File: config.mk
export PLATFORM = sky130hd
export DESIGN_NAME = rv_regfile
export DESIGN_NICKNAME = d
export VERILOG_FILES = /design/src/logic/rv_pkg.sv /design/src/logic/rv_regfile.sv
export SDC_FILE = /design/constraint.sdc
export NUM_CORES = 2
export LEC_CHECK = 0
export BUFFER_PORTS_ARGS = -buffer_cell sky130_fd_sc_hd__buf_2
export CAP_MARGIN = 20
export CORE_ASPECT_RATIO = 1.75
export CORE_UTILIZATION = 40
export CTS_BUF_LIST = sky130_fd_sc_hd__clkbuf_16
export DETAILED_ROUTE_END_ITERATION = 6
export PLACE_DENSITY = 0.56
export REMOVE_ABC_BUFFERS = 1
export SYNTH_ARGS = -nofsm -noshare
export SYNTH_HDL_FRONTEND = slang
export SYNTH_SLANG_ARGS = --single-unit
File: constraint.sdc
create_clock -name clk -period 1.8 [get_ports clk]
set_input_delay 0.27 -clock clk [delete_from_list [all_inputs] [get_ports clk]]
set_output_delay 0.27 -clock clk [all_outputs]
set_load 0.01 [all_outputs]
File: src/logic/rv_pkg.sv
package rv_pkg;

  localparam int XLEN = 32;

  typedef logic [XLEN-1:0] word_t;
  typedef logic [4:0]      reg_idx_t;
  typedef logic [3:0]      byte_en_t;
  typedef logic [6:0]      opcode_t;
  typedef logic [2:0]      funct3_t;
  typedef logic [3:0]      alu_op_t;
  typedef logic [1:0]      wb_sel_t;

  // major opcodes, RV32I base
  localparam opcode_t OPC_LOAD     = 7'b0000011;
  localparam opcode_t OPC_MISC_MEM = 7'b0001111;
  localparam opcode_t OPC_OP_IMM   = 7'b0010011;
  localparam opcode_t OPC_AUIPC    = 7'b0010111;
  localparam opcode_t OPC_STORE    = 7'b0100011;
  localparam opcode_t OPC_OP       = 7'b0110011;
  localparam opcode_t OPC_LUI      = 7'b0110111;
  localparam opcode_t OPC_BRANCH   = 7'b1100011;
  localparam opcode_t OPC_JALR     = 7'b1100111;
  localparam opcode_t OPC_JAL      = 7'b1101111;
  localparam opcode_t OPC_SYSTEM   = 7'b1110011;

  // alu operations
  localparam alu_op_t ALU_ADD    = 4'd0;
  localparam alu_op_t ALU_SUB    = 4'd1;
  localparam alu_op_t ALU_SLL    = 4'd2;
  localparam alu_op_t ALU_SLT    = 4'd3;
  localparam alu_op_t ALU_SLTU   = 4'd4;
  localparam alu_op_t ALU_XOR    = 4'd5;
  localparam alu_op_t ALU_SRL    = 4'd6;
  localparam alu_op_t ALU_SRA    = 4'd7;
  localparam alu_op_t ALU_OR     = 4'd8;
  localparam alu_op_t ALU_AND    = 4'd9;
  // operand b straight through, for lui
  localparam alu_op_t ALU_PASS_B = 4'd10;

  // writeback sources
  localparam wb_sel_t WB_ALU      = 2'd0;
  localparam wb_sel_t WB_LOAD     = 2'd1;
  localparam wb_sel_t WB_PC_PLUS4 = 2'd2;

endpackage
File: src/logic/rv_regfile.sv
`timescale 1ns/1ps

module rv_regfile import rv_pkg::*; (
  input  logic     clk,
  input  logic     rst,
  input  reg_idx_t rs1_idx_i,
  input  reg_idx_t rs2_idx_i,
  output word_t    rs1_data_o,
  output word_t    rs2_data_o,
  input  logic     rd_we_i,
  input  reg_idx_t rd_idx_i,
  input  word_t    rd_data_i
);

  word_t regs [32];

  // x0 is never written, so it keeps the value from reset
  assign rs1_data_o = regs[rs1_idx_i];
  assign rs2_data_o = regs[rs2_idx_i];

  always_ff @(posedge clk) begin
    if (rst) begin
      for (int i = 0; i < 32; i++) begin
        regs[i] <= '0;
      end
    end else if (rd_we_i && rd_idx_i != '0) begin
      regs[rd_idx_i] <= rd_data_i;
    end
  end

endmodule

# --- Word-level counts from Yosys, hierarchy flattened ---
# Memory sizes are Yosys's and may differ from the RTL's.
# Index checks and enable logic that the tools add are counted.
# Widths: inputs -> output; s select.
totals:
  word_cells: 12
  ff_bits: 0
  ramBits: 1024
  n_memories: 1
memory_table:
  columns: ["memory", "words", "width", "read_ports", "rd_clocked_by_memory_dff", "wr", "line", "rtl"]
  rows:
  - ["regs", 32, 32, 2, 0, 32, "rv_regfile.sv:15", "word_t regs [32];"]
classes:
  n_reduce_logical: 3
  muxes: 8
op_table:
  columns: ["operator", "count"]
  rows:
  - ["$mux 32", 1]
  - ["$reduce_or 32->1", 1]
  - ["$mux 1", 6]
  - ["$mux 5", 1]
  - ["$reduce_bool 5->1", 1]
  - ["$logic_and 1x1->1", 1]

# --- Depth between registers and ports, before layout ---
depth:
  ltp_word: 7
  ltp_mapped: 8

# --- Worst setup path before layout ---
# OpenSTA, ideal clock, no wires.
synth_timing:
  path_kind: "in2reg"
  start: "input rst"
  end: "memory regs[12][0] (netlist bit) (enable)"
  n_path_buf: 1
  setup_slack_ns: -0.078
  arrival_ns: 1.503
  t_required_ns: 1.425
  cell_stages: 5
  path_cell_list: "nand2b_1 -> or3_1 -> buf_6 -> nor2_4 -> or2_2"
synth_lines:
  columns: ["item", "line", "rtl"]
  rows:
  - ["from (decl)", "rv_regfile.sv:5", "input logic rst,"]
  - ["to (decl)", "rv_regfile.sv:15", null]

==> flow_summary.ini <==
[timing]
finalSetupViolCount = 64
hold_violations = 0
slew_viol_final = 0
tightest_slew_ns = 0.679
relSlewSlack = 0.547
worst_slack_ns = -0.732
fin_setup_tns_ns = -34.34
fin_crit_ns = 2.53
max_freq_mhz = 395
timing.final.crit_share = 1.41
rsz0062_at_grt = true

[finish]
regMostFlops = regs
nFillCells = 12300
drive_above_1_share = 0.194
final_cell_area_sq_mm = 0.0676
fin_nets = 4961
fin_util = 0.487
area.growth.synth_to_final_pct = 20.9
reg_top3 = regs x1024
largest_reg_flops = 1024

[routing]
vias = 40200
wl_per_cell_um = 31.3
drt-total-wl_mm = 213
drcViolationCount = 8
dr.pass1.iters = 7
drtIter0Drc = 3589
vias_per_cell = 5.89
final_antenna_net_count = 0

[cts]
htreeDepth = 3
cts_tree = built
clock_sinks = 1024
cts_made_buffers = 98
root_buffer = clkbuf_16
clkTransAtPathRegs_ns = 0.07
holdBufCountCts = 0
cts_max_path_buffers = 3

[global_route]
grt.total_usage = 0.297
grt_max_degree = 52
grt_pass1_wl_mm = 298
grt_overflow = 0
grt_pass1_vias = 41000
grt_antenna_before_repair = 20

[synthesis]
yosys_warnings = 0
synth_xor_area_frac = 0
syn_area_per_cell_sq_um = 12.1
ys_ff_latch = 1024
synth_compound_area_frac = 0.0702
synth_edf_count = 1024
async_reset_ff_frac = 0
synth-main-ff-cell = edfxtp_1
ys_seq_area_frac = 0.550
synthAdderAreaFrac = 0
syn_area_sq_mm = 0.0559
synth_top_family_by_area = multiplexers
muxShareOfSynthArea = 0.183
netlist_instances = 4605
ys_types = 29
yosys.area_share.simple = 0.157

[pwr]
power_w = 0.0571
p_leak_nw = 26.8
p_per_area_mw_per_mm2 = 845
peakVddDrop_mv = 0.703

[worst_setup_path]
start_kind = flop
critical_path_required_ns = 1.53
critPathKind = reg -> out
worstPathArrival_ns = 2.26
critPathMaxFanout = 2
worst_setup_path_end_kind = output pin

[die]
rows = 181
coreArea_sq_mm = 0.139
fp.dieArea_sq_mm = 0.141
io-pin-count = 114
start_util = 0.403
die_y_um = 497
die-width_um = 285

[run_status]
failed_checks = DRC, setup timing
status = finished, violations left

[run]
drv_cap = 0

[place]
gp_congestion = 0.910
io_buffers = 113
dp_hpwl_mm = 147
dpl_cell_area_sq_mm = 0.0632

[worst_hold_path]
worstHoldPathType = in -> reg
hold_depth = 2
worst paths after layout:
| kind | endpoint | start |
|---|---|---|
| hold / removal | regs[26][19] | rd_data_i[19] |
| setup / recovery | rs1_data_o[5] | regs[1][5] |
stage by stage:
stage | std cells | hold slack, ns | worst slack, ns
4_1_cts | 6813 | 0.124 | -0.764
3_5_place_dp | 6658 | 0.904 | -0.697
5_1_grt | 6817 | 0.183 | -0.765
3_3_place_gp | 6658 | 0.891 | -0.697
6_report | 6824 | 0.173 | -0.732
2_1_floorplan | 4190 | 0.382 | -3.69
Yosys cell counts (2+ instances only):
| library cell | number | area (sq um) |
|---|---|---|
| edfxtp_1 | 1024 | 30700 |
| mux2i_1 | 1024 | 10200 |
| and2_1 | 994 | 6220 |
| clkbuf_1 | 218 | 818 |
| nand2_1 | 196 | 736 |
| nand3_1 | 193 | 966 |
| a21oi_1 | 192 | 961 |
| a22oi_1 | 192 | 1440 |
| a22o_1 | 128 | 1120 |
| buf_2 | 113 | 566 |
| a31oi_1 | 64 | 400 |
| nor3_1 | 64 | 320 |
| buf_4 | 63 | 473 |
| or2_2 | 33 | 206 |
| buf_1 | 24 | 90.1 |
| nor2_1 | 21 | 78.8 |
| buf_6 | 12 | 135 |
| clkbuf_2 | 9 | 45.0 |
| clkbuf_4 | 7 | 52.6 |
| nor2_2 | 7 | 43.8 |
| nor2_4 | 7 | 78.8 |
| nand2b_1 | 5 | 31.3 |
| nor2b_1 | 5 | 31.3 |
| nand3b_1 | 3 | 22.5 |
| or3_1 | 2 | 12.5 |
| or3b_4 | 2 | 22.5 |
report_power, final:
group | internal [W] | leakage (nW) | switching [W] | total [W]
clock | 0.0109 | 1.56 | 0.00943 | 0.0203
combinational | 0.00346 | 15.5 | 0.00508 | 0.00854
sequential | 0.0275 | 9.75 | 0.000719 | 0.0283
kinds of logic after synthesis:
family | Yosys count
other | 1
buffers and inverters | 446
AO/OA/AOI/OAI | 576
flip-flops | 1024
multiplexers | 1024
AND/OR/NAND/NOR | 1534
cell type report:
class                   count  area (sq um)  share of cell area
well taps                1830          2290              0.0339
clock inverters            75           527             0.00779
repair buffers            621          7140               0.106
multi-input cells        3166         24400               0.360
clock buffers             100          2500              0.0370
diodes                      8          20.0            0.000296
flip-flops and latches   1024         30700               0.455
worst max-delay path: stages (launching register included):
cell	delay, ns
edfxtp_1	0.48
mux2i_1	0.17
a22o_1	0.20
nor3_1	0.08
a31oi_1	0.23
nand3_1	0.19
buf_2	0.19
timing repair:
item / CTS / global route
gates cloned: 2 / 0
resized for setup: 179 / 57
setup endpoints to repair: 64 / 64
buffers inserted: 0 / 12
pin swaps: 93 / 85
placed cells by master (no fill, tap or decap), types with 66 or more instances in the layout:
cell	instances
mux2i_1	1022
edfxtp_1	1024
buf_12	187
buf_2	66
a22oi_1	190
a21oi_1	192
a22o_1	128
clkbuf_16	100
and2_1	992
nand2_1	194
nand3_1	149
buf_4	313
metal layers:
layer	vias to the layer above	share of wire	global-route usage
li1	17400	-	-
met1	20500	0.38	0.347
met2	1683	0.50	0.525
met3	577	0.058	0.0352
met4	4	0.062	0.173
met5	-	0.00012	0
No activity file was read; power rests on OpenSTA's default activity.
