### config.mk
export PLATFORM = sky130hd
export DESIGN_NAME = rv_alu
export DESIGN_NICKNAME = d
export VERILOG_FILES = /design/src/logic/rv_pkg.sv /design/src/logic/rv_alu.sv
export SDC_FILE = /design/constraint.sdc
export NUM_CORES = 1
export LEC_CHECK = 0
export BUFFER_PORTS_ARGS = -buffer_cell sky130_fd_sc_hd__buf_2
export CORE_ASPECT_RATIO = 2
export CORE_MARGIN = 2
export CORE_UTILIZATION = 33
export DETAILED_ROUTE_END_ITERATION = 6
export GPL_ROUTABILITY_DRIVEN = 0
export SYNTH_ARGS = -nofsm -noshare
export SYNTH_HDL_FRONTEND = slang
export SYNTH_SLANG_ARGS = --single-unit
### constraint.sdc
create_clock -name vclk -period 9.4
set_input_delay 2.82 -clock vclk [all_inputs]
set_output_delay 2.82 -clock vclk [all_outputs]
set_load 0.05 [all_outputs]
### src/logic/rv_pkg.sv
package rv_pkg;

  localparam int XLEN = 32;

  typedef logic [XLEN-1:0] word_t;
  typedef logic [4:0]      reg_idx_t;
  typedef logic [3:0]      byte_en_t;
  typedef logic [6:0]      opcode_t;
  typedef logic [2:0]      funct3_t;
  typedef logic [3:0]      alu_op_t;
  typedef logic [1:0]      wb_sel_t;

  // major opcodes, RV32I base
  localparam opcode_t OPC_LOAD     = 7'b0000011;
  localparam opcode_t OPC_MISC_MEM = 7'b0001111;
  localparam opcode_t OPC_OP_IMM   = 7'b0010011;
  localparam opcode_t OPC_AUIPC    = 7'b0010111;
  localparam opcode_t OPC_STORE    = 7'b0100011;
  localparam opcode_t OPC_OP       = 7'b0110011;
  localparam opcode_t OPC_LUI      = 7'b0110111;
  localparam opcode_t OPC_BRANCH   = 7'b1100011;
  localparam opcode_t OPC_JALR     = 7'b1100111;
  localparam opcode_t OPC_JAL      = 7'b1101111;
  localparam opcode_t OPC_SYSTEM   = 7'b1110011;

  // alu operations
  localparam alu_op_t ALU_ADD    = 4'd0;
  localparam alu_op_t ALU_SUB    = 4'd1;
  localparam alu_op_t ALU_SLL    = 4'd2;
  localparam alu_op_t ALU_SLT    = 4'd3;
  localparam alu_op_t ALU_SLTU   = 4'd4;
  localparam alu_op_t ALU_XOR    = 4'd5;
  localparam alu_op_t ALU_SRL    = 4'd6;
  localparam alu_op_t ALU_SRA    = 4'd7;
  localparam alu_op_t ALU_OR     = 4'd8;
  localparam alu_op_t ALU_AND    = 4'd9;
  // operand b straight through, for lui
  localparam alu_op_t ALU_PASS_B = 4'd10;

  // writeback sources
  localparam wb_sel_t WB_ALU      = 2'd0;
  localparam wb_sel_t WB_LOAD     = 2'd1;
  localparam wb_sel_t WB_PC_PLUS4 = 2'd2;

endpackage
### src/logic/rv_alu.sv
`timescale 1ns/1ps

module rv_alu import rv_pkg::*; (
  input  alu_op_t op_i,
  input  word_t   a_i,
  input  word_t   b_i,
  output word_t   result_o,
  output logic    eq_o,
  output logic    lt_o,
  output logic    ltu_o
);

  logic [4:0] shamt;

  assign shamt = b_i[4:0];

  // branch compare flags, always valid
  assign eq_o  = (a_i == b_i);
  assign lt_o  = ($signed(a_i) < $signed(b_i));
  assign ltu_o = (a_i < b_i);

  always_comb begin
    case (op_i)
      ALU_ADD:    result_o = a_i + b_i;
      ALU_SUB:    result_o = a_i - b_i;
      ALU_SLL:    result_o = a_i << shamt;
      ALU_SLT:    result_o = {{(XLEN-1){1'b0}}, lt_o};
      ALU_SLTU:   result_o = {{(XLEN-1){1'b0}}, ltu_o};
      ALU_XOR:    result_o = a_i ^ b_i;
      ALU_SRL:    result_o = a_i >> shamt;
      ALU_SRA:    result_o = $signed(a_i) >>> shamt;
      ALU_OR:     result_o = a_i | b_i;
      ALU_AND:    result_o = a_i & b_i;
      ALU_PASS_B: result_o = b_i;
      default:    result_o = '0;
    endcase
  end

endmodule

# Word-level counts from Yosys, hierarchy flattened
# Index checks and enable logic that the tools add are counted.
[word_totals] ramBits=0 inputBits=68 n_memories=0 latch_bits=0 wordCells=23 out_inout_bits=35 romBits=0 register_bits=0
[op_classes] order_cmp=2 n_shift=3 add_sub_neg=2 reduce_logical=1 muxes=1 n_eq_ne=11 n_mul=0 div=0 bitwise=3
[ops] operator="32-bit case mux with 11 select lines" n=1
[ops] operator="32-bit < comparator" n=2
[ops] operator="32-bit adder" n=1
[ops] operator="32-bit bitwise AND" n=1
[ops] operator="32-bit == test" n=1
[ops] operator="32-bit bitwise OR" n=1
[ops] operator="32-bit by 5-bit << shifter with 32-bit output" n=1
[ops] operator="32-bit by 5-bit >> shifter with 32-bit output" n=1
[ops] operator="32-bit by 5-bit >>> shifter with 32-bit output" n=1
[ops] operator="32-bit subtractor" n=1
[ops] operator="32-bit bitwise XOR" n=1
[ops] operator="4-bit by 3-bit == test with 1-bit output (second input constant)" n=4
[ops] operator="4-bit == test (second input constant)" n=3
[ops] operator="4-bit by 2-bit == test with 1-bit output (second input constant)" n=2
[ops] operator="4-bit by 1-bit == test with 1-bit output (second input constant)" n=1
[ops] operator="4-bit logical NOT" n=1

# Depth between registers and ports, before layout
[logic_depth] word_depth=2 depth_mapped=14 depth_no_buf=11

# Worst setup path after synthesis
# OpenSTA, ideal clock, no wires.
[synth_path] kind="input to output" start="input b_i[2]" end="output result_o[0]" setup_slack_ns=-0.661 n_path_buf=4 path_stages=14 required_time_ns=6.580 arrival_ns=7.241 cell_sequence="clkbuf_1 inv_1 buf_2 buf_2 clkbuf_1 ha_1 nor3_2 or3_4 a2111o_1 o211ai_2 a21oi_2 a21boi_0 o21ai_1 o41ai_1"
[synth_between] elab_chain_cells=2 word_cells_on_any_way=6
[synth_lines] item="from (decl)" line_no="rv_alu.sv:6" text="input word_t b_i,"
[synth_lines] item="32-bit < comparator (tied with other cells)" line_no="rv_alu.sv:20" text="assign ltu_o = (a_i < b_i);"
[synth_lines] item="32-bit case mux with 11 select lines (*)" line_no="rv_alu.sv:23" text="case (op_i)"
[synth_lines] item="to (decl)" line_no="rv_alu.sv:7" text="output word_t result_o,"
# Every way passes the cells marked *; elsewhere a longest branch is shown, timed or not.

# Final worst setup path
[layout_path] start="input b_i[1]" end="output result_o[24]"
[layout_between] elab_chain_cells=2 word_cells_on_any_way=6
[layout_lines] item="32-bit subtractor (tied with other cells)" line_no="rv_alu.sv:25" text="ALU_SUB: result_o = a_i - b_i;"
[layout_lines] item="32-bit case mux with 11 select lines (*)" line_no="rv_alu.sv:23"
# Marks and branches as above.

==> flow_summary.yaml <==
synth:
  syn_inst: 1356
  synth_common_cells: "nor2_1, a21oi_1, nand2_1, ha_1, inv_1"
  synthesis.nets: 1525
  synth-compound-area-share_pct: 39.2
  syn_area_per_cell_um2: 6.72
  yosysSeqAreaShare_pct: 0
  synth_top_family_by_area: "compound AO/OA/AOI/OAI gates"
  synth_mux_area_share_pct: 16.0
  ys_warn_count: 0
  synthTopCellsByArea: "ha_1, mux4_2, a21oi_1"
  synth.most_common_cell: "nor2_1"
  synth_xor_area_share_pct: 0.192
  syn_area_um2: 9110
  ys_types: 78
  yosys.area.top_type: "ha_1"
  yosys.area_share.simple_pct: 21.4
  synth.top_cell.area_share_pct: 13.6
  yosys.area_share.adder_pct: 14.0
sta:
  maxSlewHeadroom_pct: 14.7
  slew_violations: 0
  hold_violations: 0
  fin_crit_sh_pct: 97.5
  finalSetupViolCount: 0
  hold_ws_ns: 6.26
  finalCriticalPeriod_ns: 9.16
  rsz0062_at_grt: "no"
  worst_pin_slew_ns: 1.28
  max_freq_mhz: 109
  timing.setup.tns_ns: 0
setup_path:
  required_ns: 6.58
  crit_path_start_kind: "input port"
  crit_arrival_ns: 6.34
  endpoint_kind: "output port"
  path_class: "input port to output port"
  cp_max_fo: 53
detailed_routing:
  vias: 11874
  drc: 1
  first_pass_iters: 7
  drt-total-wl_um: 45400
  ant_nets: 0
  drt_iter0_drc: 1597
  wl_per_cell_um: 25.9
  avgViaCountPerCell: 6.77
cells_and_area:
  syn2layout_area_growth_pct: 11.2
  drive_gt1_share_pct: 18.2
  fin_area_um2: 10100
  nClkBuffers: 0
  seq_area_um2: 0
  nFillCells: 3014
  post-route-util_pct: 37.0
  seq_cells: 0
  diodes: 0
  nNetsFinal: 1572
floorplan:
  start_util_pct: 33.3
  die_area_um2: 29000
  io_pins: 103
  die_y_um: 239
  die_w_um: 121
  core.rowCount: 86
  core_um2: 27300
run:
  drv_cap: 0
grt:
  grt_overflow: 0
  grt_pass1_wl_um: 67200
  grt_pass1_vias: 10978
  antenna_found_initial: 1
  grt_max_degree: 80
  grt_use_total_pct: 30.1
hold_path:
  min_path_cells: 6
  hold_class: "input port to output port"
outcome:
  outcome: "finished, violations left"
  violations: "DRC"
place:
  portBuffers: 103
  dp_hpwl_um: 35400
  placed_cell_area_um2: 10100
power_and_ir_drop:
  power_density_nw_per_um2: 72.0
  ir_drop_v: 0.0000563
  leakagePower_nw: 4.35
clocking:
  cts_setup_buffers: 0
-- placed cells by master, fill, tap and decap left out, drive strengths merged, types with 18 or more instances in the layout --
cell type	netlist	routed
nor2	156	156
o211ai	29	29
mux4	37	37
ha	99	99
a31oi	22	22
nand3	30	30
o21ai	85	85
inv	98	97
o22ai	18	18
a21oi	135	135
a221oi	24	24
buf	34	155
mux2i	33	33
o221ai	18	18
mux2	26	26
nor3	22	22
nand2	117	117
a22oi	25	25
a21o	24	24
a211oi	26	26
-- per-layer routing --
| metal | track usage (%) | routed length [µm] |
|---|---|---|
| met3 | 5.30 | 4850 |
| met1 | 36.6 | 16400 |
| met5 | 0 | 11 |
| met4 | 24.6 | 4980 |
| met2 | 45.6 | 19100 |
-- stage by stage --
stage	setup WS (ns)	std cells	power [mW]
3_5_place_dp	0.429	1753	0.699
2_1_floorplan	0.0297	1356	0.475
4_1_cts	0.415	1753	0.703
5_1_grt	0.152	1753	0.766
6_report	0.236	1753	0.729
3_3_place_gp	0.434	1753	0.701
-- timing repair --
| item | 4_1_cts | 5_1_grt |
|---|---|---|
| resized for setup | 0 | 1 |
| endpoints found under the setup margin | 0 | 1 |
| hold buffers | 0 | 0 |
-- worst max-delay path, cell delays in order --
cell      delay (ns)
buf_4           0.19
buf_4           0.57
mux2_2          0.46
mux4_2          0.50
nand2_1         0.08
o21ai_0         0.15
a221oi_1        1.09
o21ai_1         0.18
buf_2           0.28
-- area by class of cell --
type                            count  area [µm²]  share of cell area, %
Inverter                          100         375                   3.71
Multi-Input combinational cell   1146        8360                   82.5
Tap cell                          352         440                   4.35
Timing Repair Buffer              155         953                   9.42
-- where the power goes --
part	internal, mW	switching (mW)	leakage, nW	total, mW
Combinational	0.236	0.493	4.35	0.729
Sequential	0	0	0	0
Clock	0	0	0	0
-- cell families (layout without fill, tap and decap cells) --
group	count (synthesis)	count (layout)
buffers and inverters	210	255
adder cells (fa/ha/maj)	101	101
AND/OR/NAND/NOR	423	423
AO/OA/AOI/OAI	524	524
XOR/XNOR	2	2
multiplexers	96	96
-- worst paths after layout --
path	start	slack, ns	to
worst max-delay path	b_i[1]	0.24	result_o[24]
worst min-delay path	b_i[8]	6.26	result_o[8]
(Power assumes the default switching activity.)
