$ cat config.mk
export PLATFORM = sky130hd
export DESIGN_NAME = rv_decoder
export DESIGN_NICKNAME = d
export VERILOG_FILES = /design/src/logic/rv_pkg.sv /design/src/logic/rv_decoder.sv
export SDC_FILE = /design/constraint.sdc
export NUM_CORES = 1
export LEC_CHECK = 0
export ABC_AREA = 0
export BUFFER_PORTS_ARGS = -buffer_cell sky130_fd_sc_hd__buf_4
export CORE_MARGIN = 2
export CORE_UTILIZATION = 31
export DETAILED_ROUTE_END_ITERATION = 8
export PLACE_DENSITY = 0.87
export REMOVE_ABC_BUFFERS = 1
export SYNTH_ARGS = -nofsm -noshare
export SYNTH_HDL_FRONTEND = slang
export SYNTH_SLANG_ARGS = --single-unit
$ cat constraint.sdc
create_clock -name vclk -period 1.3
set_clock_uncertainty 0.2 [all_clocks]
set_input_delay 0.13 -clock vclk [all_inputs]
set_output_delay 0.13 -clock vclk [all_outputs]
set_load 0.02 [all_outputs]
$ cat src/logic/rv_pkg.sv
package rv_pkg;

  localparam int XLEN = 32;

  typedef logic [XLEN-1:0] word_t;
  typedef logic [4:0]      reg_idx_t;
  typedef logic [3:0]      byte_en_t;
  typedef logic [6:0]      opcode_t;
  typedef logic [2:0]      funct3_t;
  typedef logic [3:0]      alu_op_t;
  typedef logic [1:0]      wb_sel_t;

  // major opcodes, RV32I base
  localparam opcode_t OPC_LOAD     = 7'b0000011;
  localparam opcode_t OPC_MISC_MEM = 7'b0001111;
  localparam opcode_t OPC_OP_IMM   = 7'b0010011;
  localparam opcode_t OPC_AUIPC    = 7'b0010111;
  localparam opcode_t OPC_STORE    = 7'b0100011;
  localparam opcode_t OPC_OP       = 7'b0110011;
  localparam opcode_t OPC_LUI      = 7'b0110111;
  localparam opcode_t OPC_BRANCH   = 7'b1100011;
  localparam opcode_t OPC_JALR     = 7'b1100111;
  localparam opcode_t OPC_JAL      = 7'b1101111;
  localparam opcode_t OPC_SYSTEM   = 7'b1110011;

  // alu operations
  localparam alu_op_t ALU_ADD    = 4'd0;
  localparam alu_op_t ALU_SUB    = 4'd1;
  localparam alu_op_t ALU_SLL    = 4'd2;
  localparam alu_op_t ALU_SLT    = 4'd3;
  localparam alu_op_t ALU_SLTU   = 4'd4;
  localparam alu_op_t ALU_XOR    = 4'd5;
  localparam alu_op_t ALU_SRL    = 4'd6;
  localparam alu_op_t ALU_SRA    = 4'd7;
  localparam alu_op_t ALU_OR     = 4'd8;
  localparam alu_op_t ALU_AND    = 4'd9;
  // operand b straight through, for lui
  localparam alu_op_t ALU_PASS_B = 4'd10;

  // writeback sources
  localparam wb_sel_t WB_ALU      = 2'd0;
  localparam wb_sel_t WB_LOAD     = 2'd1;
  localparam wb_sel_t WB_PC_PLUS4 = 2'd2;

endpackage
$ cat src/logic/rv_decoder.sv
`timescale 1ns/1ps

module rv_decoder import rv_pkg::*; (
  input  word_t    insn_i,
  output reg_idx_t rs1_idx_o,
  output reg_idx_t rs2_idx_o,
  output reg_idx_t rd_idx_o,
  output word_t    imm_o,
  output alu_op_t  alu_op_o,
  output logic     src_a_pc_o,
  output logic     src_b_imm_o,
  output wb_sel_t  wb_sel_o,
  output logic     rd_we_o,
  output logic     branch_o,
  output logic     jal_o,
  output logic     jalr_o,
  output logic     load_o,
  output logic     store_o,
  output funct3_t  funct3_o,
  output logic     halt_o
);

  opcode_t opcode;
  funct3_t funct3;
  logic    alt_op;
  word_t   imm_i, imm_s, imm_b, imm_u, imm_j;
  alu_op_t funct_op;

  assign opcode    = insn_i[6:0];
  assign funct3    = insn_i[14:12];
  // funct7 bit 5 selects sub and sra
  assign alt_op    = insn_i[30];
  assign rd_idx_o  = insn_i[11:7];
  assign rs1_idx_o = insn_i[19:15];
  assign rs2_idx_o = insn_i[24:20];
  assign funct3_o  = funct3;

  assign imm_i = {{20{insn_i[31]}}, insn_i[31:20]};
  assign imm_s = {{20{insn_i[31]}}, insn_i[31:25], insn_i[11:7]};
  assign imm_b = {{19{insn_i[31]}}, insn_i[31], insn_i[7], insn_i[30:25], insn_i[11:8], 1'b0};
  assign imm_u = {insn_i[31:12], 12'b0};
  assign imm_j = {{11{insn_i[31]}}, insn_i[31], insn_i[19:12], insn_i[20], insn_i[30:21], 1'b0};

  // funct3 to alu op for the op and op-imm groups
  always_comb begin
    case (funct3)
      3'b000:  funct_op = (opcode == OPC_OP && alt_op) ? ALU_SUB : ALU_ADD;
      3'b001:  funct_op = ALU_SLL;
      3'b010:  funct_op = ALU_SLT;
      3'b011:  funct_op = ALU_SLTU;
      3'b100:  funct_op = ALU_XOR;
      3'b101:  funct_op = alt_op ? ALU_SRA : ALU_SRL;
      3'b110:  funct_op = ALU_OR;
      default: funct_op = ALU_AND;
    endcase
  end

  always_comb begin
    imm_o       = '0;
    alu_op_o    = ALU_ADD;
    src_a_pc_o  = 1'b0;
    src_b_imm_o = 1'b1;
    wb_sel_o    = WB_ALU;
    rd_we_o     = 1'b0;
    branch_o    = 1'b0;
    jal_o       = 1'b0;
    jalr_o      = 1'b0;
    load_o      = 1'b0;
    store_o     = 1'b0;
    halt_o      = 1'b0;
    case (opcode)
      OPC_LUI: begin
        imm_o    = imm_u;
        alu_op_o = ALU_PASS_B;
        rd_we_o  = 1'b1;
      end
      OPC_AUIPC: begin
        imm_o      = imm_u;
        src_a_pc_o = 1'b1;
        rd_we_o    = 1'b1;
      end
      OPC_JAL: begin
        imm_o    = imm_j;
        wb_sel_o = WB_PC_PLUS4;
        rd_we_o  = 1'b1;
        jal_o    = 1'b1;
      end
      OPC_JALR: begin
        imm_o    = imm_i;
        wb_sel_o = WB_PC_PLUS4;
        rd_we_o  = 1'b1;
        jalr_o   = 1'b1;
      end
      OPC_BRANCH: begin
        // compare flags come from rs1 against rs2
        imm_o       = imm_b;
        src_b_imm_o = 1'b0;
        alu_op_o    = ALU_SUB;
        branch_o    = 1'b1;
      end
      OPC_LOAD: begin
        imm_o    = imm_i;
        wb_sel_o = WB_LOAD;
        rd_we_o  = 1'b1;
        load_o   = 1'b1;
      end
      OPC_STORE: begin
        imm_o   = imm_s;
        store_o = 1'b1;
      end
      OPC_OP_IMM: begin
        imm_o    = imm_i;
        alu_op_o = funct_op;
        rd_we_o  = 1'b1;
      end
      OPC_OP: begin
        src_b_imm_o = 1'b0;
        alu_op_o    = funct_op;
        rd_we_o     = 1'b1;
      end
      // ecall, fence and anything unknown stop the core
      default: halt_o = 1'b1;
    endcase
  end

endmodule

Word-level counts from Yosys, hierarchy flattened:

Index checks and enable logic that the tools add are counted.

* flip-flop bits (word level): 0
* bits of input ports: 32

* eq/ne operators: 15
* multiplexer cells: 15
* reductions and logical operators: 9

Operators with widths (count)
* case mux 32 bit (5 select lines): 1
* case mux 4 bit (7 select lines): 1
* == test 7 x 6 -> 1 bit (second input constant): 3
* == test 7 bit (second input constant): 3
* == test 7 x 5 -> 1 bit (second input constant): 2
* case mux 4 bit (3 select lines): 1
* 2-to-1 mux 1 bit: 11
* == test 3 bit (second input constant): 3
* OR reduction 9 bit: 1
* OR reduction 2 bit: 4
* == test 7 x 2 -> 1 bit (second input constant): 1
* OR reduction 7 bit: 1
* == test 3 x 2 -> 1 bit (second input constant): 2
* case mux 2 bit (2 select lines): 1
* == test 3 x 1 -> 1 bit (second input constant): 1
* zero test 3 bit: 1
* OR reduction 3 bit: 1
* logical AND 1 bit: 1

Logic depth before layout (Yosys ltp):

* depth after elaboration: 5
* mapped depth: 6

Least setup slack after synthesis:

OpenSTA, ideal clock, no wires.

* path type: input port to output port
* from: input insn_i[6]
* to: output halt_o
* data required time: 0.970 ns
* path buffers: 1
* path slack: -0.369 ns
* arrival time: 1.339 ns
* cell stages on the path: 5
* cells stage by stage: buf_6 -> and4b_4 -> nand3_2 -> inv_2 -> nor4_1

* cells in the longest elaborated chain, start to end: 3
* elaborated cells on any way between the ends: 11
* those cells by class: 9 x eq/ne; 1 x mux; 1 x reduce/logical

RTL lines
* start: declaration: line rv_decoder.sv:4 `input word_t insn_i,`
* == test 7 x 6 -> 1 bit, or another cell as far along: line rv_decoder.sv:71 `case (opcode)`
* OR reduction 9 bit (no line) (*)
* 2-to-1 mux 1 bit (*): line rv_decoder.sv:71
* end: declaration: line rv_decoder.sv:20 `output logic halt_o`

Every way passes the cells marked *; elsewhere a longest branch is shown, timed or not.

Worst setup path in the final report:

* from: input insn_i[4]
* to: output imm_o[23]

* cells in the longest elaborated chain, start to end: 3
* elaborated cells on any way between the ends: 11
* those cells by class: 8 x eq/ne; 1 x mux; 2 x reduce/logical

RTL lines
* == test 7 x 5 -> 1 bit, or another cell as far along: line rv_decoder.sv:71
* OR reduction 3 bit (no line) or OR reduction 2 bit (tied branches)
* case mux 32 bit (5 select lines) (*): line rv_decoder.sv:71
* end: declaration: line rv_decoder.sv:8 `output word_t imm_o,`

Marked as above.

==> metrics <==
maximum clock rate ~600 MHz; initial antenna violation count 0; crit-path leading delay family simple AND/OR/NAND/NOR gates; Avg Inst Size Synth approximately 6.8 um^2; n_diodes 0; area occupied by multi-input gates roughly 780 um^2; Cell Rows 18; placed cells 241; num sequential 0; Startpoint Class input port; CP endpoint kind primary output; synthesis-to-layout area growth 171%; slew margin rel. 0.763; WHS approximately 270 ps; Detailed Routing Iterations Pass 1 4; Die W 53.7 um; # fillers 130; DR DRC count 0; DIE AREA 0.00289 mm^2; min Tclk post-route 1660 ps; power per cell area 235 mW/mm^2; CP required 970 ps; drt via density 5.28; Setup violations, final 47; final WL 4.52 mm; Mapped Cells 112; WP buf/inv 3; largest net degree at the start of global routing 9; via count 1341; HPWL Detailed around 2.6 mm; synthesized area 767 um^2; max_cap viols 0; antenna viol nets, final 0; clock buffers 0; Starting Density 0.318; most common cell after layout, fill and taps aside buf_4; synth warn 0; Area contributors post-synth buf_4 (20%), a21o_1 (19%), a22o_1 (5.7%); Synth area leader buf_4; Yosys cell types 35; die height 53.7 um; core area 0.00241 mm^2; Final Hold Fails 0; DR WL/cell 17.8 um; final cell count without fillers around 250; I/O Pins a little under 100; setup slack after layout -364 ps; post-synthesis sequential area ratio 0; post-synth top area share 0.196; type of the worst setup path in -> out; count of pins over their slew limit 0; Min-Delay Path Depth 2; Overall Global Routing Usage 0.275; Arr. time, crit path 1330 ps; status finished, violations left; Hold Crit Endpoint rs1_idx_o[1]; RSZ-0062 raised after global routing true; most frequent cells in the layout buf_4 (79), buf_6 (55), a21o_1 (19), and2_4 (7), a22o_1 (5); Nets 258; CP peak stage delay about 350 ps; GR Overflow Total 0; I/O Buffers 97; leakage power roughly 1.2 nW; initial DRC count 24; Crit path top cell by count buf_6; failing checks setup timing; CP max-delay cell and4b_4; Hold Startpoint insn_i[16]; period utilization 1.28; share of cells above drive strength 1 0.781; CP Max Fanout 6; vias in the first global route approximately 1.2k; first-pass GRT wire length 5.80 mm; Crit. path cell count 7; Least-Margin Pin Slew between 300 and 400 ps; worst vdd ir 0.000196 V; routability cong. 0.870; worst path cell trace buf_8 > and4b_4 > nand3_4 > a21oi_4 > buf_6 > a21o_1 > buf_6; register area 0 um^2; Hold Path Class in -> out
-- synth_stat cells (all sizes together), types with 2 or more instances --
cell type  count
a21o          20
a21oi          7
a221o          2
a22o           5
and2           7
and4b          2
buf           24
inv            4
nand2          8
nand2b         2
nand3          2
nor2           7
nor2b          2
nor3           3
o21ai          6
-- area by class of cell --
class / instances / share of cell area
Tap cell: 30 / 0.0180
Inverter: 4 / 0.00841
Multi-Input combinational cell: 84 / 0.374
Timing Repair Buffer: 136 / 0.599
-- per-stage QoR --
stage          utilization  setup slack (ps)  TNS (ps)  cell area (um^2)  total power [mW]
2_1_floorplan            -              -383     -7400               584            0.0946
3_3_place_gp         0.641              -314    -11670              1550             0.373
3_5_place_dp         0.641              -400    -12560              1550             0.380
4_1_cts              0.810              -268     -8840              1950             0.456
5_1_grt              0.864              -385    -12590              2080             0.511
6_report             0.864              -364    -10990              2080             0.490
-- cells by family after synthesis --
family,count (synthesis),share of synthesized area
buf+inv,28,0.258
mux,1,0.0131
simple gates,40,0.316
compound gates,42,0.401
xor+xnor,1,0.0114
-- per-layer routing --
| layer | share of wire | GRT usage | wire [um] |
|---|---|---|---|
| met5 | 0 | 0 | 0 |
| met4 | 0.032 | 0.0769 | 144 |
| met3 | 0.050 | 0.0417 | 228 |
| met2 | 0.57 | 0.551 | 2570 |
| met1 | 0.35 | 0.287 | 1570 |
-- repair_timing --
action                     CTS  global route
gates cloned                 1             0
setup endpoints to repair   46            47
resized for setup           93            22
pin swaps                   34            10
hold buffers                 0             0
buffers inserted             7             5
-- where the power goes --
part	leakage, nW	switching, mW	internal, mW	total [mW]
Sequential	0	0	0	0
Clock	0	0	0	0
Combinational	1.19	0.236	0.253	0.490
-- how the worst max path moves through the flow --
stage / startpoint / end / slack (ps)
after floorplan: insn_i[0] / halt_o / -380
after global placement: insn_i[0] / imm_o[15] / -310
after detailed placement: insn_i[3] / imm_o[2] / -400
after CTS: insn_i[4] / imm_o[23] / -270
after global routing: insn_i[4] / imm_o[23] / -390
final: insn_i[4] / imm_o[23] / -360
Power figures use the tool's default switching activity.
