### config.mk
export PLATFORM = sky130hd
export DESIGN_NAME = rv_lsu
export DESIGN_NICKNAME = d
export VERILOG_FILES = /design/src/logic/rv_pkg.sv /design/src/logic/rv_lsu.sv
export SDC_FILE = /design/constraint.sdc
export NUM_CORES = 1
export LEC_CHECK = 0
export ABC_AREA = 1
export BUFFER_PORTS_ARGS = -buffer_cell sky130_fd_sc_hd__buf_4
export CORE_AREA = 2 2 78 80
export DETAILED_ROUTE_END_ITERATION = 8
export DIE_AREA = 0 0 80 82
export GPL_TIMING_DRIVEN = 0
export PLACE_DENSITY = 0.67
export REMOVE_ABC_BUFFERS = 1
export SYNTH_ARGS = -nofsm -noshare
export SYNTH_HDL_FRONTEND = slang
export SYNTH_SLANG_ARGS = --single-unit
### constraint.sdc
create_clock -name vclk -period 1.5
set_clock_uncertainty 0.2 [all_clocks]
set_input_delay 0.225 -clock vclk [all_inputs]
set_output_delay 0.225 -clock vclk [all_outputs]
set_load 0.01 [all_outputs]
### src/logic/rv_pkg.sv
package rv_pkg;

  localparam int XLEN = 32;

  typedef logic [XLEN-1:0] word_t;
  typedef logic [4:0]      reg_idx_t;
  typedef logic [3:0]      byte_en_t;
  typedef logic [6:0]      opcode_t;
  typedef logic [2:0]      funct3_t;
  typedef logic [3:0]      alu_op_t;
  typedef logic [1:0]      wb_sel_t;

  // major opcodes, RV32I base
  localparam opcode_t OPC_LOAD     = 7'b0000011;
  localparam opcode_t OPC_MISC_MEM = 7'b0001111;
  localparam opcode_t OPC_OP_IMM   = 7'b0010011;
  localparam opcode_t OPC_AUIPC    = 7'b0010111;
  localparam opcode_t OPC_STORE    = 7'b0100011;
  localparam opcode_t OPC_OP       = 7'b0110011;
  localparam opcode_t OPC_LUI      = 7'b0110111;
  localparam opcode_t OPC_BRANCH   = 7'b1100011;
  localparam opcode_t OPC_JALR     = 7'b1100111;
  localparam opcode_t OPC_JAL      = 7'b1101111;
  localparam opcode_t OPC_SYSTEM   = 7'b1110011;

  // alu operations
  localparam alu_op_t ALU_ADD    = 4'd0;
  localparam alu_op_t ALU_SUB    = 4'd1;
  localparam alu_op_t ALU_SLL    = 4'd2;
  localparam alu_op_t ALU_SLT    = 4'd3;
  localparam alu_op_t ALU_SLTU   = 4'd4;
  localparam alu_op_t ALU_XOR    = 4'd5;
  localparam alu_op_t ALU_SRL    = 4'd6;
  localparam alu_op_t ALU_SRA    = 4'd7;
  localparam alu_op_t ALU_OR     = 4'd8;
  localparam alu_op_t ALU_AND    = 4'd9;
  // operand b straight through, for lui
  localparam alu_op_t ALU_PASS_B = 4'd10;

  // writeback sources
  localparam wb_sel_t WB_ALU      = 2'd0;
  localparam wb_sel_t WB_LOAD     = 2'd1;
  localparam wb_sel_t WB_PC_PLUS4 = 2'd2;

endpackage
### src/logic/rv_lsu.sv
`timescale 1ns/1ps

module rv_lsu import rv_pkg::*; (
  input  word_t    addr_i,
  input  funct3_t  funct3_i,
  input  logic     store_i,
  input  word_t    store_data_i,
  input  word_t    mem_rdata_i,
  output word_t    mem_addr_o,
  output word_t    mem_wdata_o,
  output byte_en_t mem_be_o,
  output word_t    load_data_o
);

  word_t shifted;

  assign mem_addr_o = {addr_i[XLEN-1:2], 2'b00};

  // bring the addressed byte or halfword down to bit 0
  assign shifted = mem_rdata_i >> {addr_i[1:0], 3'b000};

  // store data is replicated so every lane carries it, enables pick the lane
  always_comb begin
    case (funct3_i[1:0])
      2'b00: begin
        mem_wdata_o = {4{store_data_i[7:0]}};
        mem_be_o    = byte_en_t'(4'b0001 << addr_i[1:0]);
      end
      2'b01: begin
        mem_wdata_o = {2{store_data_i[15:0]}};
        mem_be_o    = addr_i[1] ? 4'b1100 : 4'b0011;
      end
      default: begin
        mem_wdata_o = store_data_i;
        mem_be_o    = 4'b1111;
      end
    endcase
    if (!store_i) begin
      mem_be_o = '0;
    end
  end

  always_comb begin
    case (funct3_i)
      3'b000:  load_data_o = {{24{shifted[7]}}, shifted[7:0]};
      3'b001:  load_data_o = {{16{shifted[15]}}, shifted[15:0]};
      3'b100:  load_data_o = {24'b0, shifted[7:0]};
      3'b101:  load_data_o = {16'b0, shifted[15:0]};
      default: load_data_o = shifted;
    endcase
  end

endmodule

# Word-level counts from Yosys, hierarchy flattened
# Cells that the tools add are included.
dict set report word_totals {
  ff_bits 0
  in_bits 100
  out_inout_bits 100
  wordCells 13
}
dict set report op_classes {
  eq_ne 4
  shift 2
  n_mux 5
  reduce_logical 2
}
# operator count
set ops {}
lappend ops {{case mux 32 bit (4 select lines)} 1}
lappend ops {{case mux 32 bit (2 select lines)} 1}
lappend ops {{>> shifter 32 x 5 -> 32 bit} 1}
lappend ops {{2-to-1 mux 4 bit} 2}
lappend ops {{case mux 4 bit (2 select lines)} 1}
lappend ops {{equality test 3 bit, second input constant} 2}
lappend ops {{left shift 1 x 2 -> 4 bit, first input constant} 1}
lappend ops {{equality test 3 x 1 -> 1 bit, second input constant} 1}
lappend ops {{zero test 3 bit} 1}
lappend ops {{equality test 2 x 1 -> 1 bit, second input constant} 1}
lappend ops {{zero test 2 bit} 1}

# Longest topological paths before layout
# Gate-level depths: netlist (run 1).
dict set report depth {
  ltp_word 3
  ltp_mapped 8
  depth_no_buf 7
}

# Worst setup path after synthesis (run 1)
# No wires, ideal clock.
dict set report synth_path {
  kind {input-to-output}
  from {input funct3_i[1]}
  to {output load_data_o[15]}
  arrival_time_ns 1.066
  t_required_ns 1.075
  setup_slack_ns 0.009
  stages 7
  n_path_buf 2
  cell_sequence {buf_6 inv_2 nand2_2 nor2_1 nand2_2 buf_2 nand3_1}
}
dict set report synth_between {
  elab_chain_len 2
  elab_cells_between_ends 5
  cone_classes {3 x eq/ne; 1 x mux; 1 x reduce/logical}
}
# item line
set synth_lines {}
lappend synth_lines {{from (decl)} rv_lsu.sv:5} ;# input funct3_t funct3_i,
lappend synth_lines {{equality test 3 bit, or another cell as far along} rv_lsu.sv:44} ;# case (funct3_i)
lappend synth_lines {{case mux 32 bit (4 select lines) *} rv_lsu.sv:44}
lappend synth_lines {{to (decl)} rv_lsu.sv:12} ;# output word_t load_data_o
# Mark *: on every way between the ends. The rest lies on a longest branch, timed or not.

# Worst setup path after layout (run 1)
dict set report layout_path {
  from {input addr_i[1]}
  to {output load_data_o[11]}
}
dict set report layout_between {
  elab_chain_len 2
}
# item line
set layout_lines {}
lappend layout_lines {{from (decl)} rv_lsu.sv:4} ;# input word_t addr_i,
lappend layout_lines {{>> shifter 32 x 5 -> 32 bit} rv_lsu.sv:20} ;# assign shifted = mem_rdata_i >> {addr_i[1:0], 3'b000};
lappend layout_lines {{case mux 32 bit (4 select lines)} rv_lsu.sv:44}
# Every way passes these cells.

==> impl_metrics.yaml, run 1 <==
hold_path:
  hold_end: "mem_addr_o[6]"
  min-delay-start: "addr_i[6]"
  hold_depth: 0
  hold_class: "in -> out"
routing:
  drt_wl_total_mm: 8.18
  firstDrtPassIters: 4
  drt_iter0_drc: 96
  vias: 2299
  drt-wirelength-per-cell_um: 17.2
  antenna_left: 0
  drc: 0
  viasPerCell: 4.84
final_layout:
  seq_area_sq_um: 0
  nets: 502
  seq_cell_count: 0
  diodes: 0
  drive_gt1_share_pct: 54.8
  layout_commonest_cell: "buf_4"
  synthToLayoutAreaGrowth_pct: 119
  final_cell_mix: "130 x buf_4, 129 x nand2_1, 26 x buf_6, 24 x nand3_1, 13 x nand3_2"
  nClkBuffers: 0
sta:
  setup_viol: 28
  finalMaxSlewViolations: 0
  rsz0062_at_grt: "yes"
  worst_slack_ns: -0.109
  finalCriticalPeriod_ns: 1.61
  max_freq_mhz: 622
  fin_crit_sh_pct: 107
  final_hold_viol_count: 0
  setup_tns_ns: -2.15
logic_synthesis:
  synth_cells: 283
  ys_warn_count: 0
  syn_area_per_cell_sq_um: 4.80
  syn-cell-area_sq_um: 1360
  synth_cell_types: 18
  synth_area_leaders: "nand2_1 39%, buf_4 24%, nand3_1 16%, a22oi_1 3.9%, nor2_1 2.8%"
  seq_area_frac_synth_pct: 0
  synth_top_area_cell: "nand2_1"
  yosys.area.top_type_share_pct: 38.7
pwr:
  power_switching_mw: 0.494
  combPwrFrac_pct: 100.0
  clockPowerShare_pct: 0
  pwr-share-seq_pct: 0
  ir_drop_v: 0.000155
  p_per_area_nw_per_um2: 349
  p_sw_share_pct: 47.4
  p_int_mw: 0.547
  p_leak_nw: 1.68
run:
  maxCapViolCount: 0
grt:
  grt_pass1_vias: 2229
  grt_util_all_layers_pct: 23.2
  grt_max_degree: 16
  grt_overflow: 0
  grt_first_pass_wirelength_mm: 11.5
  grt_antenna_before_repair: 0
run_status:
  status: "finished, violations left"
  violations: "setup timing"
floorplan:
  rows: 28
  core_area_sq_um: 5750
  io_pins: 200
  die_x_um: 80
  die_y_um: 82
  die-area_sq_um: 6560
  start_util_pct: 23.6
setup_path:
  path_cells: "buf_16, buf_4, nor2_4, buf_12, nand2_1, nand3_1, nand2_1, nand2_4, buf_6"
  crit_required_ns: 1.07
  path_common_cell: "nand2_1"
  start_kind: "primary input"
  crit_path_max_incr_delay_ns: 0.15
  critPathArrivalTime_ns: 1.18
  crit_path_end_kind: "output pin"
  setup.worst_path.class: "in -> out"
  cpMaxStageDelayCell: "buf_4"
  path_max_fanout: 13
place:
  gp_congestion: 0.751
  place_hpwl_mm: 5.30
  post-place-ws_ns: -1.26
  portBuffers: 138
-- through the flow --
step	area, sq um	cells	hold WS [ns]	power [mW]	utilization, %
finish	2980	475	0.250	1.04	51.9
global route	2980	475	0.250	1.11	51.9
CTS	2860	473	0.250	1.00	49.7
detailed placement	2110	442	0.250	0.757	36.7
global placement	2110	442	0.250	0.752	36.7
floorplan	981	229	0.250	0.289	-
-- critical path: cells and delay by family --
kind | cells | cell delay [ns]
buffers and inverters | 4 | 0.52
AND/OR/NAND/NOR | 5 | 0.43
-- timing repair --
item                       in CTS  in global routing
resized for setup             101                 18
gates cloned                    7                  1
buffers inserted               24                  1
hold buffers                    0                  0
pin swaps                      20                  9
setup endpoints to repair      51                 37
-- area by class of cell --
class | count | area [sq um]
fill | 579 | 2770
timing repair buffer | 165 | 1480
multi-input combinational | 225 | 1330
tap | 75 | 93.8
inverter | 10 | 68.8
-- routing by layer --
metal	routed length, um	global-route usage (%)	part of all wire (%)
met1	3200	26.7	39
met2	3970	40.4	49
met3	902	9.12	11
met4	59	3.56	0.72
met5	44	8.33	0.54
-- cells by family after synthesis --
logic type,Yosys count,share of synthesized area (%)
other,1,0.276
AOI/OAI and AO/OA,18,8.47
buffers and inverters,65,30.8
and+or+nand+nor,199,60.4
-- worst max path at each step --
| stage | slack [ns] | depth (start not counted) | endpoint | start |
|---|---|---|---|---|
| final | -0.11 | 9 | load_data_o[11] | addr_i[1] |
| after global routing | -0.16 | 9 | load_data_o[11] | addr_i[1] |
| after CTS | -0.11 | 8 | load_data_o[26] | funct3_i[1] |
| after detailed placement | -1.26 | 7 | load_data_o[15] | addr_i[0] |
| after global placement | -1.26 | 7 | load_data_o[15] | addr_i[0] |
| after floorplan | -0.37 | 5 | load_data_o[15] | addr_i[0] |
-- power by group through the flow --
| stage | registers [mW] | clock network (mW) | logic [mW] |
|---|---|---|---|
| finish | 0 | 0 | 1.04 |
| global route | 0 | 0 | 1.11 |
| CTS | 0 | 0 | 1.00 |
| detailed placement | 0 | 0 | 0.757 |
| global placement | 0 | 0 | 0.752 |
| floorplan | 0 | 0 | 0.289 |
-- synthesized netlist by cell type --
cell type / instances
clkbuf_1: 6
nor2_1: 10
a22oi_1: 7
nor2_4: 1
o21ai_0: 5
conb_1: 1
nand3_1: 43
buf_2: 5
nor2_2: 2
inv_2: 3
o21ai_1: 1
buf_4: 43
nand2_2: 3
nand2_1: 140
o211ai_1: 3
inv_1: 7
a21oi_1: 2
buf_6: 1
(Power assumes the default switching activity.)
==> run 2, diff against run 1 <==
--- a/config.mk
+++ b/config.mk
@@ -11,7 +11,7 @@
 export DETAILED_ROUTE_END_ITERATION = 8
 export DIE_AREA = 0 0 80 82
 export GPL_TIMING_DRIVEN = 0
-export PLACE_DENSITY = 0.67
+export PLACE_DENSITY_LB_ADDON = 0.3
 export REMOVE_ABC_BUFFERS = 1
 export SYNTH_ARGS = -nofsm -noshare
 export SYNTH_HDL_FRONTEND = slang
==> impl_metrics.yaml, run 2 (synthesis gave the netlist of run 1 again) <==
run_status:
  status: "finished, violations left"
  violations: "setup timing"
floorplan:
  die_y_um: 82
  io_pins: 200
  start_util_pct: 23.6
  die-area_sq_um: 6560
  core_area_sq_um: 5750
  die_x_um: 80
  rows: 28
clocking:
  hold_buffers: 0
setup_path:
  start_kind: "primary input"
  setup.worst_path.class: "in -> out"
  crit_path_end_kind: "output pin"
  path_cells: "buf_16, nor2_4, clkinvlp_4, nor2_4, buf_12, nand2_8, nand3_2, buf_6"
  startpoint: "funct3_i[1]"
  cpMaxStageDelayCell: "clkinvlp_4"
  cp-endpoint: "load_data_o[25]"
  worst-path-stages: 8
  crit_required_ns: 1.07
  cp.buffers_inverters: 4
  path_max_fanout: 6
  crit_path_max_incr_delay_ns: 0.17
  crit_family: "buffers and inverters"
  path_common_cell: "nor2_4"
  critPathArrivalTime_ns: 1.22
run:
  maxCapViolCount: 0
sta:
  max_freq_mhz: 607
  setup_viol: 32
  finalMaxSlewViolations: 0
  rsz0062_at_grt: "yes"
  final_hold_viol_count: 0
  finalCriticalPeriod_ns: 1.65
  worst_slack_ns: -0.148
  fin_crit_sh_pct: 110
place:
  gp_congestion: 0.708
  portBuffers: 138
  post-place-ws_ns: -1.26
  placedCellCount: 442
  place_hpwl_mm: 5.20
grt:
  grt_first_pass_wirelength_mm: 11.1
  grt_pass1_vias: 2033
  grt_max_degree: 17
  grt_antenna_before_repair: 0
  grt_util_all_layers_pct: 22.4
  grt_overflow: 0
routing:
  vias: 2255
  firstDrtPassIters: 4
  antenna_left: 0
  drt_iter0_drc: 64
  drt_wl_total_mm: 7.93
  drc: 0
  drt-wirelength-per-cell_um: 17.1
  viasPerCell: 4.86
pwr:
  ir_drop_v: 0.000194
  p_per_area_nw_per_um2: 353
  total_power_mw: 0.988
  p_leak_nw: 1.60
hold_path:
  hold_depth: 0
  hold_class: "in -> out"
final_layout:
  final_cell_mix: "129 x nand2_1, 121 x buf_4, 28 x buf_6, 24 x nand3_1, 15 x nand3_2"
  diodes: 0
  layout_commonest_cell: "nand2_1"
  utilization_pct: 48.8
  synthToLayoutAreaGrowth_pct: 106
  instances_no_fill: 464
  seq_area_sq_um: 0
  drive_gt1_share_pct: 52.7
  seq_cell_count: 0
  nets: 491
  nClkBuffers: 0
run 2: cell count changes in the layout (fill, tap and decap cells not counted), sizes merged:
cell      change
buf          -10
clkbuf        -1
clkinv        +1
clkinvlp      -1
nand2         -1
nor2          +1
run 2: area by class of cell:
class | count | area (sq um)
inverter | 10 | 72.6
timing repair buffer | 154 | 1350
fill | 592 | 2940
multi-input combinational | 225 | 1280
tap | 75 | 93.8
run 2: timing repair:
| item | in CTS | in global routing |
|---|---|---|
| pin swaps | 17 | 9 |
| buffers inserted | 8 | 7 |
| setup endpoints to repair | 52 | 42 |
| gates resized for setup | 92 | 19 |
| gates cloned | 6 | 1 |
run 2: report_power, final:
| part | internal [mW] | leakage [nW] | switching (mW) |
|---|---|---|---|
| clock network | 0 | 0 | 0 |
| registers | 0 | 0 | 0 |
| logic | 0.510 | 1.60 | 0.478 |
run 2: routing by layer:
metal | share of wire (%) | GRT usage (%)
met1 | 39 | 26.8
met2 | 46 | 38.3
met3 | 13 | 9.67
met4 | 1.2 | 1.02
met5 | 0.50 | 7.50
run 2: worst min-delay path by stage:
stage	startpoint	slack (ns)	to
finish	addr_i[24]	0.25	mem_addr_o[24]
floorplan	addr_i[10]	0.25	mem_addr_o[10]
global route	addr_i[24]	0.25	mem_addr_o[24]
CTS	addr_i[24]	0.25	mem_addr_o[24]
global placement	addr_i[24]	0.25	mem_addr_o[24]
detailed placement	addr_i[24]	0.25	mem_addr_o[24]
run 2: stage by stage:
| step | area (sq um) | TNS (ns) | hold WS [ns] |
|---|---|---|---|
| global placement | 2110 | -39.51 | 0.250 |
| global route | 2800 | -5.04 | 0.250 |
| detailed placement | 2110 | -39.82 | 0.250 |
| finish | 2800 | -3.62 | 0.250 |
| floorplan | 981 | -8.52 | 0.250 |
| CTS | 2630 | -4.47 | 0.250 |
